===== config.mk =====
export PLATFORM = sky130hd
export DESIGN_NAME = exec_top
export DESIGN_NICKNAME = d
export VERILOG_FILES = /design/src/isa_pkg.sv /design/src/bus_pkg.sv /design/src/reg_file.sv /design/src/int_alu.sv /design/src/exec_pipe.sv /design/src/wb_slave_port.sv /design/src/exec_top.sv
export SDC_FILE = /design/constraint.sdc
export NUM_CORES = 2
export LEC_CHECK = 0
export BUFFER_PORTS_ARGS = -buffer_cell sky130_fd_sc_hd__buf_2
export CAP_MARGIN = 20
export CORE_MARGIN = 2
export CORE_UTILIZATION = 65
export CTS_BUF_LIST = sky130_fd_sc_hd__clkbuf_8
export CTS_CLUSTER_DIAMETER = 200
export DETAILED_ROUTE_END_ITERATION = 7
export GPL_TIMING_DRIVEN = 1
export PLACE_DENSITY = 0.82
export SYNTH_ARGS = -nofsm -noshare
export SYNTH_HDL_FRONTEND = slang
export SYNTH_SLANG_ARGS = --single-unit

===== constraint.sdc =====
create_clock -name clk -period 9.7 [get_ports clk]
set_clock_uncertainty 0.15 [all_clocks]
set_input_delay 0.97 -clock clk [delete_from_list [all_inputs] [get_ports clk]]
set_output_delay 0.97 -clock clk [all_outputs]
set_load 0.01 [all_outputs]

===== src/isa_pkg.sv =====
// integer slice ISA: sixteen 64-bit registers plus a 4-bit flag register
// opcodes 10..15 are reserved and execute as no-ops that still complete
package isa_pkg;

  localparam int xlen       = 64;
  localparam int reg_count  = 16;
  localparam int shamt_bits = 6;   // shift count taken from b[5:0]
  localparam int imm_bits   = 11;

  typedef logic [$clog2(reg_count)-1:0] reg_idx_t;

  typedef enum logic [3:0] {
    op_add  = 4'd0,
    op_sub  = 4'd1,
    op_and  = 4'd2,
    op_or   = 4'd3,
    op_xor  = 4'd4,
    op_shl  = 4'd5,
    op_shr  = 4'd6,
    op_sar  = 4'd7,
    op_movi = 4'd8,   // b already holds the sign-extended imm
    op_sxt  = 4'd9
  } opcode_t;

  // condition codes, evaluated against the flag register before execute
  typedef enum logic [3:0] {
    cc_eq = 4'd0,    // z
    cc_ne = 4'd1,
    cc_cs = 4'd2,    // c
    cc_cc = 4'd3,
    cc_mi = 4'd4,    // n
    cc_pl = 4'd5,
    cc_vs = 4'd6,    // v
    cc_vc = 4'd7,
    cc_hi = 4'd8,    // c and not z
    cc_ls = 4'd9,
    cc_ge = 4'd10,   // n == v
    cc_lt = 4'd11,
    cc_gt = 4'd12,   // not z and n == v
    cc_le = 4'd13,
    cc_al = 4'd14,
    cc_nv = 4'd15
  } cond_t;

  typedef struct packed {
    logic c;
    logic v;
    logic n;
    logic z;
  } flags_t;

  // 32-bit instruction word as written to the command address
  typedef struct packed {
    opcode_t              opcode;
    cond_t                cond;
    reg_idx_t             dst;
    reg_idx_t             srca;
    reg_idx_t             srcb;
    logic                 use_imm;  // replace srcb operand with imm
    logic [imm_bits-1:0]  imm;      // two's complement
  } insn_t;

endpackage


===== src/bus_pkg.sv =====
// Wishbone classic slave view: 8-bit byte address, 32-bit data
// register n low word at 8n, high word at 8n+4; adr[1:0] ignored there
package bus_pkg;

  typedef struct packed {
    logic        cyc;
    logic        stb;
    logic        we;
    logic [7:0]  adr;
    logic [31:0] dat;
  } wb_req_t;

  typedef struct packed {
    logic        ack;
    logic [31:0] dat;
  } wb_rsp_t;

  // address map
  localparam logic [7:0] adr_reg_base = 8'h00;
  localparam logic [7:0] adr_reg_span = 8'h80;   // 16 regs x 8 bytes
  localparam logic [7:0] adr_flags    = 8'h80;   // flags in bits 3:0
  localparam logic [7:0] adr_cmd      = 8'h84;   // write issues insn, read is zero

  // cycles from first sampled strobe to sampled ack for a command
  localparam int cmd_latency = 4;

endpackage


===== src/reg_file.sv =====
// 16 x 64-bit registers and flags, all cleared by reset
// host and execute writes are assumed never to fall in the same cycle
module reg_file import isa_pkg::*; (
  input  logic            clk,
  input  logic            rst,
  // host side, 32-bit halves
  input  logic            host_we,
  input  reg_idx_t        host_idx,
  input  logic            host_hi,
  input  logic [31:0]     host_wdat,
  input  logic            flags_we,
  output logic [31:0]     host_rdat,
  // execute read ports
  input  reg_idx_t        rd_a,
  input  reg_idx_t        rd_b,
  output logic [xlen-1:0] op_a,
  output logic [xlen-1:0] op_b,
  output flags_t          flags,
  // execute writeback
  input  logic            wb_we,
  input  reg_idx_t        wb_idx,
  input  logic [xlen-1:0] wb_dat,
  input  logic            wb_flags_we,
  input  flags_t          wb_flags
);

  logic [xlen-1:0] regs [reg_count];
  flags_t          flags_q;

  always_ff @(posedge clk) begin
    if (rst) begin
      for (int i = 0; i < reg_count; i++) regs[i] <= '0;
      flags_q <= '0;
    end else begin
      if (host_we) begin
        if (host_hi) regs[host_idx][xlen-1:32] <= host_wdat;
        else         regs[host_idx][31:0]      <= host_wdat;
      end
      if (flags_we) flags_q <= flags_t'(host_wdat[3:0]);
      if (wb_we) regs[wb_idx] <= wb_dat;
      if (wb_flags_we) flags_q <= wb_flags;
    end
  end

  assign op_a  = regs[rd_a];
  assign op_b  = regs[rd_b];
  assign flags = flags_q;

  assign host_rdat = host_hi ? regs[host_idx][xlen-1:32] : regs[host_idx][31:0];

endmodule


===== src/int_alu.sv =====
// purely combinational 64-bit integer ALU
// reserved opcodes give a zero result; only add/sub produce c and v
module int_alu import isa_pkg::*; (
  input  logic [xlen-1:0] a,
  input  logic [xlen-1:0] b,
  input  opcode_t         op,
  output logic [xlen-1:0] res,
  output flags_t          res_flags
);

  logic                  is_sub;
  logic                  arith;
  logic [xlen-1:0]       b_eff;
  logic [xlen:0]         sum;      // msb is carry out of bit 63
  logic [shamt_bits-1:0] shamt;
  logic [xlen-1:0]       sxt_val;

  assign is_sub = (op == op_sub);
  assign arith  = (op == op_add) || is_sub;
  assign b_eff  = is_sub ? ~b : b;

  // a + ~b + 1 for sub, so carry set means no borrow
  assign sum   = {1'b0, a} + {1'b0, b_eff} + {{xlen{1'b0}}, is_sub};
  assign shamt = b[shamt_bits-1:0];

  always_comb begin
    case (b[1:0])
      2'd0:    sxt_val = {{(xlen-8){a[7]}}, a[7:0]};
      2'd1:    sxt_val = {{(xlen-16){a[15]}}, a[15:0]};
      2'd2:    sxt_val = {{(xlen-32){a[31]}}, a[31:0]};
      default: sxt_val = a;   // full width, unchanged
    endcase
  end

  always_comb begin
    case (op)
      op_add,
      op_sub:  res = sum[xlen-1:0];
      op_and:  res = a & b;
      op_or:   res = a | b;
      op_xor:  res = a ^ b;
      op_shl:  res = a << shamt;
      op_shr:  res = a >> shamt;
      op_sar:  res = $signed(a) >>> shamt;
      op_movi: res = b;
      op_sxt:  res = sxt_val;
      default: res = '0;
    endcase
  end

  always_comb begin
    res_flags.n = res[xlen-1];
    res_flags.z = (res == '0);
    res_flags.c = arith & sum[xlen];
    // signed overflow: same-sign inputs, result sign differs
    res_flags.v = arith & (a[xlen-1] == b_eff[xlen-1]) & (res[xlen-1] != a[xlen-1]);
  end

endmodule


===== src/exec_pipe.sv =====
// two-stage execute: operand/condition stage, then ALU result and writeback
// insn must stay stable from start until done; one command in flight
module exec_pipe import isa_pkg::*; (
  input  logic            clk,
  input  logic            rst,
  input  logic            start,
  input  insn_t           insn,
  output logic            done,
  output reg_idx_t        rd_a,
  output reg_idx_t        rd_b,
  input  logic [xlen-1:0] op_a,
  input  logic [xlen-1:0] op_b,
  input  flags_t          flags,
  output logic            wb_we,
  output reg_idx_t        wb_idx,
  output logic [xlen-1:0] wb_dat,
  output logic            wb_flags_we,
  output flags_t          wb_flags
);

  typedef struct packed {
    opcode_t         op;
    reg_idx_t        dst;
    logic            commit;   // condition taken and opcode defined
    logic [xlen-1:0] a;
    logic [xlen-1:0] b;
  } s1_t;

  typedef struct packed {
    reg_idx_t        dst;
    logic [xlen-1:0] dat;
    flags_t          fl;
  } s2_t;

  function automatic logic cond_met(cond_t cc, flags_t f);
    logic r;
    case (cc)
      cc_eq:   r = f.z;
      cc_ne:   r = !f.z;
      cc_cs:   r = f.c;
      cc_cc:   r = !f.c;
      cc_mi:   r = f.n;
      cc_pl:   r = !f.n;
      cc_vs:   r = f.v;
      cc_vc:   r = !f.v;
      cc_hi:   r = f.c && !f.z;
      cc_ls:   r = !(f.c && !f.z);
      cc_ge:   r = (f.n == f.v);
      cc_lt:   r = (f.n != f.v);
      cc_gt:   r = !f.z && (f.n == f.v);
      cc_le:   r = !(!f.z && (f.n == f.v));
      cc_al:   r = 1'b1;
      default: r = 1'b0;   // cc_nv
    endcase
    return r;
  endfunction

  logic            s1_valid, s2_valid, s2_wr;
  s1_t             s1;
  s2_t             s2;
  logic [xlen-1:0] imm_ext;
  logic [xlen-1:0] alu_res;
  flags_t          alu_flags;

  assign rd_a    = insn.srca;
  assign rd_b    = insn.srcb;
  assign imm_ext = {{(xlen-imm_bits){insn.imm[imm_bits-1]}}, insn.imm};

  always_ff @(posedge clk) begin
    if (rst) begin
      s1_valid <= 1'b0;
      s2_valid <= 1'b0;
      s2_wr    <= 1'b0;
    end else begin
      s1_valid <= start;
      s2_valid <= s1_valid;
      s2_wr    <= s1_valid & s1.commit;
    end
    s1.op     <= insn.opcode;
    s1.dst    <= insn.dst;
    s1.commit <= cond_met(insn.cond, flags) && (insn.opcode <= op_sxt);
    s1.a      <= op_a;
    s1.b      <= insn.use_imm ? imm_ext : op_b;
    s2.dst    <= s1.dst;
    s2.dat    <= alu_res;
    s2.fl     <= alu_flags;
  end

  int_alu alu_i (
    .a         (s1.a),
    .b         (s1.b),
    .op        (s1.op),
    .res       (alu_res),
    .res_flags (alu_flags)
  );

  assign done        = s2_valid;
  assign wb_we       = s2_wr;
  assign wb_flags_we = s2_wr;   // flags follow the result
  assign wb_idx      = s2.dst;
  assign wb_dat      = s2.dat;
  assign wb_flags    = s2.fl;

endmodule


===== src/wb_slave_port.sv =====
// Wishbone classic slave: register/flag access acks one cycle after strobe
// a command write holds the bus until the execute pipe reports done
module wb_slave_port import isa_pkg::*; import bus_pkg::*; (
  input  logic        clk,
  input  logic        rst,
  input  wb_req_t     wb_req,
  output wb_rsp_t     wb_rsp,
  // register file host port
  output logic        host_we,
  output reg_idx_t    host_idx,
  output logic        host_hi,
  output logic [31:0] host_wdat,
  output logic        flags_we,
  input  logic [31:0] host_rdat,
  input  flags_t      flags,
  // execute pipe
  output logic        start,
  output insn_t       insn,
  input  logic        done
);

  logic        accept;
  logic        sel_reg, sel_flags, sel_cmd;
  logic        cmd_wr;
  logic [7:0]  reg_off;
  logic [31:0] rdat_d;
  logic [31:0] rdat_q;
  logic        ack_q;
  logic        busy_q;
  logic        start_q;
  insn_t       insn_q;

  // ack_q blocks a second accept of the same held transfer
  assign accept = wb_req.cyc & wb_req.stb & ~ack_q & ~busy_q;

  assign reg_off   = wb_req.adr - adr_reg_base;
  assign sel_reg   = (reg_off < adr_reg_span);
  assign sel_flags = (wb_req.adr == adr_flags);
  assign sel_cmd   = (wb_req.adr == adr_cmd);
  assign cmd_wr    = sel_cmd & wb_req.we;

  assign host_idx  = reg_off[6:3];
  assign host_hi   = reg_off[2];
  assign host_wdat = wb_req.dat;
  assign host_we   = accept & wb_req.we & sel_reg;
  assign flags_we  = accept & wb_req.we & sel_flags;

  // unmapped and command reads return zero
  always_comb begin
    rdat_d = '0;
    if (sel_reg)        rdat_d = host_rdat;
    else if (sel_flags) rdat_d = {28'h0, flags};
  end

  always_ff @(posedge clk) begin
    if (rst) begin
      ack_q   <= 1'b0;
      busy_q  <= 1'b0;
      start_q <= 1'b0;
    end else begin
      start_q <= accept & cmd_wr;
      ack_q   <= (accept & ~cmd_wr) | done;   // command acks after done
      if (accept & cmd_wr) busy_q <= 1'b1;
      else if (done)       busy_q <= 1'b0;
    end
    if (accept) rdat_q <= rdat_d;
    if (accept & cmd_wr) insn_q <= insn_t'(wb_req.dat);
  end

  assign start = start_q;
  assign insn  = insn_q;

  assign wb_rsp.ack = ack_q;
  assign wb_rsp.dat = rdat_q;

endmodule


===== src/exec_top.sv =====
// execute slice top: Wishbone port, register file and execute pipe
module exec_top import isa_pkg::*; import bus_pkg::*; (
  input  logic    clk,
  input  logic    rst,
  input  wb_req_t wb_req,
  output wb_rsp_t wb_rsp
);

  logic            host_we, host_hi, flags_we;
  reg_idx_t        host_idx;
  logic [31:0]     host_wdat, host_rdat;
  logic            start, done;
  insn_t           insn;
  reg_idx_t        rd_a, rd_b, wb_idx;
  logic [xlen-1:0] op_a, op_b, wb_dat;
  flags_t          flags, wb_flags;
  logic            wb_we, wb_flags_we;

  wb_slave_port port_i (
    .clk, .rst, .wb_req, .wb_rsp,
    .host_we, .host_idx, .host_hi, .host_wdat, .flags_we, .host_rdat,
    .flags, .start, .insn, .done
  );

  reg_file rf_i (
    .clk, .rst,
    .host_we, .host_idx, .host_hi, .host_wdat, .flags_we, .host_rdat,
    .rd_a, .rd_b, .op_a, .op_b, .flags,
    .wb_we, .wb_idx, .wb_dat, .wb_flags_we, .wb_flags
  );

  exec_pipe pipe_i (
    .clk, .rst, .start, .insn, .done,
    .rd_a, .rd_b, .op_a, .op_b, .flags,
    .wb_we, .wb_idx, .wb_dat, .wb_flags_we, .wb_flags
  );

endmodule


==> summary.txt, run 1 <==
Outcome
  – Status: aborted with a tool error
  – Last stage: 5_1_grt
  – Run Error: [ERROR GRT-0232] Routing congestion too high. Check the congestion heatmap in the GUI.

Yosys
  – FFs w/ async S/R, synth: 0%
  – EDFF count, synth: 1,088
  – Sequential share of the synthesized area: 40.2%
  – Synth Warn #: 0
  – Post-synthesis cell area: 0.0922 mm²
  – Synth unique cells: 89
  – Dominant cells by area after synthesis: edfxtp_1 35%, mux4_2 26%, a22o_1 9.8%, dfxtp_1 4.8%, clkbuf_1 2.9%
  – #FFs+latches synth: 1,310
  – Synthesized instance count: 7,174
  – Syn_area_per_cell: 12.9 µm²
  – Main synth FF type: edfxtp_1
  – Share of the synthesized area in the top cell type: 35.4%
  – Synth Net Count: 7,419
  – Yosys top cell by area: edfxtp_1

Placed design
  – GPL Wtd Cong: 1.12
  – Port Buffers: between 70 and 80
  – Post-DP HPWL: 283,000 µm

Global routing
  – Tot GR Track Use: 79.6%
  – GR Overflow Total: 244
  – Pin count of the biggest net entering global routing: roughly 140
  – Initial antenna violation count: 72

Clocking
  – Max Root-Sink Buffers: 3
  – # clock sinks: about 1,300
  – Clk root buf: clkbuf_8
  – H-tree depth: 4
  – CTS resizes: 0
  – TritonCTS Buffers: around 210
  – Post-CTS setup buffer count: 0
  – Hold buffer count at cts: 0

Floorplanning
  – Die Y: 381 µm
  – Chip Width: 381 µm
  – I/O Pins: 78
  – Rows: approximately 140
  – Initial core utilization: 65.3%
## per-layer routing
metal  track usage, %  GRT overflow
met5             52.7             3
met4             79.6           123
met3             67.0            18
met2             93.0            83
met1             78.5            17
## metrics by stage
| step | setup WS (ns) | cells | cell area [µm²] |
|---|---|---|---|
| floorplan | 0.860 | 7174 | 92200 |
| global placement | 3.22 | 8460 | 94300 |
| detailed placement | 3.09 | 8463 | 94400 |
| CTS | 3.12 | 8854 | 98600 |
## logic make-up after synthesis
family	Yosys count	share of synthesized area, %
AND/OR/NAND/NOR	1008	5.18
buffers and inverters	1173	4.93
multiplexers	1315	28.8
flip-flops	1310	40.2
XOR/XNOR	101	0.959
AO/OA/AOI/OAI	2067	17.1
adder cells (fa/ha/maj)	200	2.72
## synthesized netlist by cell type, types with 27 or more instances
cell type and n:
o22ai_1 47, a22oi_1 57, a21o_1 33, mux2_2 65, clkbuf_1 705, a221oi_1 27
nor2_1 324, a21oi_1 212, buf_2 36, xnor2_1 84, nand4_1 55, mux4_2 1067
ha_1 199, edfxtp_1 1088, nand3_1 63, buf_1 202, nor3_1 86, a211oi_1 67
o211ai_1 52, a22o_1 1032, o21ai_0 280, nand2_1 276, dfxtp_1 222, mux2i_1 183
inv_1 203
==> run 2: changes to the inputs <==
--- a/config.mk
+++ b/config.mk
@@ -8,12 +8,10 @@
 export BUFFER_PORTS_ARGS = -buffer_cell sky130_fd_sc_hd__buf_2
 export CAP_MARGIN = 20
 export CORE_MARGIN = 2
-export CORE_UTILIZATION = 65
-export CTS_BUF_LIST = sky130_fd_sc_hd__clkbuf_8
-export CTS_CLUSTER_DIAMETER = 200
+export CORE_UTILIZATION = 40
 export DETAILED_ROUTE_END_ITERATION = 7
 export GPL_TIMING_DRIVEN = 1
-export PLACE_DENSITY = 0.82
+export PLACE_DENSITY_LB_ADDON = 0.15
 export SYNTH_ARGS = -nofsm -noshare
 export SYNTH_HDL_FRONTEND = slang
 export SYNTH_SLANG_ARGS = --single-unit
==> run 2 against run 1 <==
  * The flow now finishes without violations
  * Synthesized cell count stayed put
  * Synthesized area did not move
==> summary.txt, run 2 <==
Run
  – Max-cap violations: 0

Timing
  – Period utilisation layout: about 72%
  – Relative slew slack: ~14%
  – Total negative slack: 0 ns
  – F_max: 143 MHz
  – Final setup fails: 0
  – Slew @ Worst Pin: 1.25 ns
  – Final Max Slew Viols: 0
  – RSZ-0062 raised after global routing: no
  – Crit path time final: about 7 ns
  – Final hold violations: 0
  – Hold_ws: 0.178 ns

Floorplanning
  – Die ar.: around 0.23 mm²
  – Die Y: 484 µm (+27%)
  – I/O Pins: 78 (unchanged)
  – Chip Width: 484 µm (+27%)
  – Initial core utilization: 40.2% (-25 points)
  – Core ar.: 0.230 mm²
  – Rows: 176 (+28%)

Global routing
  – Tot GR Track Use: roughly two fifths
  – Vias in the first global route: 72,700
  – GR Overflow Total: 0
  – Pin count of the biggest net entering global routing: 108
  – First-pass GRT wire length: 636,000 µm
  – Initial antenna violation count: 57

Pwr
  – Peak supply drop: 0.198 mV
  – Internal Power: 10.2 mW
  – Reg power frac: 46.4%
  – Net Sw Frac: 27.2%
  – Clk network pwr share: 41.5%
  – Power Total: 14.0 mW
  – Pwr Density: 139 mW/mm²
  – Static leakage: 35.3 nW
  – Combinational share of power: 12.1%
  – Psw: 3.81 mW

Cells and area
  – Fin nets: 6,997
  – Flip-flop count of the largest register after layout: just over 1,000
  – Share of cells above drive strength 1: 27.6%
  – Commonest non-fill, non-tap cell in the layout: edfxtp_1
  – Most frequent cells in the layout: 1,088 x edfxtp_1, 1,067 x mux4_2, 1,032 x a22o_1
  – Largest Register: rf_i.regs
  – Fillers: 20,700
  – Non-Filler Instances: 9,932
  – Area Growth Syn to Fin: 9.57%
  – Final instance area: 0.101 mm²

Routing
  – Antenna viol nets, final: 0
  – Drt first pass iters: 8
  – Vias/cell: about 7.7
  – DRC Markers: 0
  – Via count: 76,100
  – Initial DRC count: 12,200
  – WL/cell: ~48 µm
  – Post-Route WL: 475,000 µm

Yosys
  – Dominant cells by area after synthesis: edfxtp_1 35%, mux4_2 26%, a22o_1 9.8%, dfxtp_1 4.8%, clkbuf_1 2.9%
  – Main synth FF type: edfxtp_1
  – Most instantiated cells after synthesis: 1,088 x edfxtp_1, 1,067 x mux4_2, 1,032 x a22o_1
  – Most frequent cell after synthesis: edfxtp_1
  – Synthesized instance count: 7,174 (unchanged)
  – Yosys top cell by area: edfxtp_1
  – Sequential share of the synthesized area: 40.2% (unchanged)
  – Syn_area_per_cell: 12.9 µm² (unchanged)
  – #FFs+latches synth: 1,310 (unchanged)
  – Synth unique cells: 89 (unchanged)
  – FFs w/ async S/R, synth: 0% (unchanged)
  – Post-synthesis cell area: 0.0922 mm² (unchanged)
  – Share of the synthesized area in the top cell type: 35.4% (unchanged)
  – Synth Warn #: 0 (unchanged)
  – EDFF count, synth: 1,088 (unchanged)
  – Synth Net Count: 7,419 (unchanged)

Outcome
  – Status: finished clean

Setup path
  – CP Launch Type: flop
  – Maximum net fanout on the critical path: 35
  – CP arrival: ~7.6 ns
  – Crit end category: flop
  – Critical path class: reg2reg
  – Req. time, crit path: 10.27 ns

Placed design
  – GPL Wtd Cong: 1.08 (-3.8%)
  – Post-DP HPWL: 299,000 µm (+5.8%)
  – Port Buffers: 77 (unchanged)
  – Cell count after placement: 9,615 (+14%)
  – Area post-placement: 0.0959 mm² (+1.7%)

Clocking
  – Max Root-Sink Buffers: 3 (unchanged)
  – TritonCTS Buffers: 150 (-28%)
  – # clock sinks: 1,310 (unchanged)
  – Hold buffer count at cts: 0 (unchanged)
  – CTS resizes: 0 (unchanged)
  – CTS tree: built
  – H-tree depth: 4 (unchanged)
  – Clock slew at reported path FFs: 0.06 ns
  – Post-CTS setup buffer count: 0 (unchanged)
  – Clk root buf: clkbuf_16
  – Worst skew pair latency: about 0.8 ns

Worst hold path
  – Tightest Hold Check Type: reg2reg
run 2: area by class of cell:
type | count | area [µm²] | share of cell area (%)
diodes | 28 | 70.1 | 0.0693
well taps | 3026 | 3790 | 3.75
clock inverters | 72 | 648 | 0.641
inverters | 210 | 791 | 0.782
multi-input cells | 4691 | 51400 | 50.8
clock buffers | 206 | 4240 | 4.19
flip-flops and latches | 1310 | 37200 | 36.8
repair buffers | 389 | 3030 | 3.00
run 2: final timing paths:
check                 start                  to  slack, ns  depth (start not counted)
min reg2reg  pipe_i.s1[132]    pipe_i.wb_idx[3]       0.18                          0
min          pipe_i.s1[132]    pipe_i.wb_idx[3]       0.18                          0
max reg2reg    pipe_i.s1[0]  pipe_i.wb_flags[0]       2.69                         14
max            pipe_i.s1[0]  pipe_i.wb_flags[0]       2.69                         14
run 2: cells by family after synthesis:
logic type | Yosys count | share of synthesized area (%)
simple gates | 1008 | 5.18
xor+xnor | 101 | 0.959
mux | 1315 | 28.8
compound gates | 2067 | 17.1
fa+ha+maj | 200 | 2.72
buf+inv | 1173 | 4.93
flops | 1310 | 40.2
run 2: worst max-delay path: stages (launching register included):
cell	delay [ns]
dfxtp_4	0.59
buf_4	0.55
mux2_2	0.41
o21ai_0	0.77
o221ai_1	0.25
buf_4	0.26
a21oi_1	0.42
o21ai_0	0.56
a2111o_1	0.54
or4_1	0.54
nor4_1	0.60
nand4_1	0.42
and4bb_1	0.41
nand4_1	0.13
nor4b_2	0.27
run 2: through the flow:
stage               setup slack (ns)  utilization (%)
detailed placement              3.05             41.8
global route                    2.86             44.0
global placement                3.05             41.7
CTS                             3.00             43.9
finish                          2.69             44.0
floorplan                      0.860                -
run 2: metal layers:
metal | part of all wire (%) | global-route usage (%) | vias up
li1 | - | - | 28700
met1 | 35 | 48.4 | 39000
met2 | 43 | 57.6 | 6619
met3 | 13 | 14.4 | 1735
met4 | 8.7 | 28.5 | 48
met5 | 0.061 | 0.143 | -
run 2: power by group through the flow:
stage	clock (mW)	combinational [mW]	sequential (mW)
floorplan	0	0.969	6.51
global placement	0	1.61	6.59
detailed placement	0	1.61	6.60
CTS	5.83	1.62	6.49
global route	6.03	1.70	6.52
finish	5.81	1.69	6.50
Power figures use the tool's default switching activity.
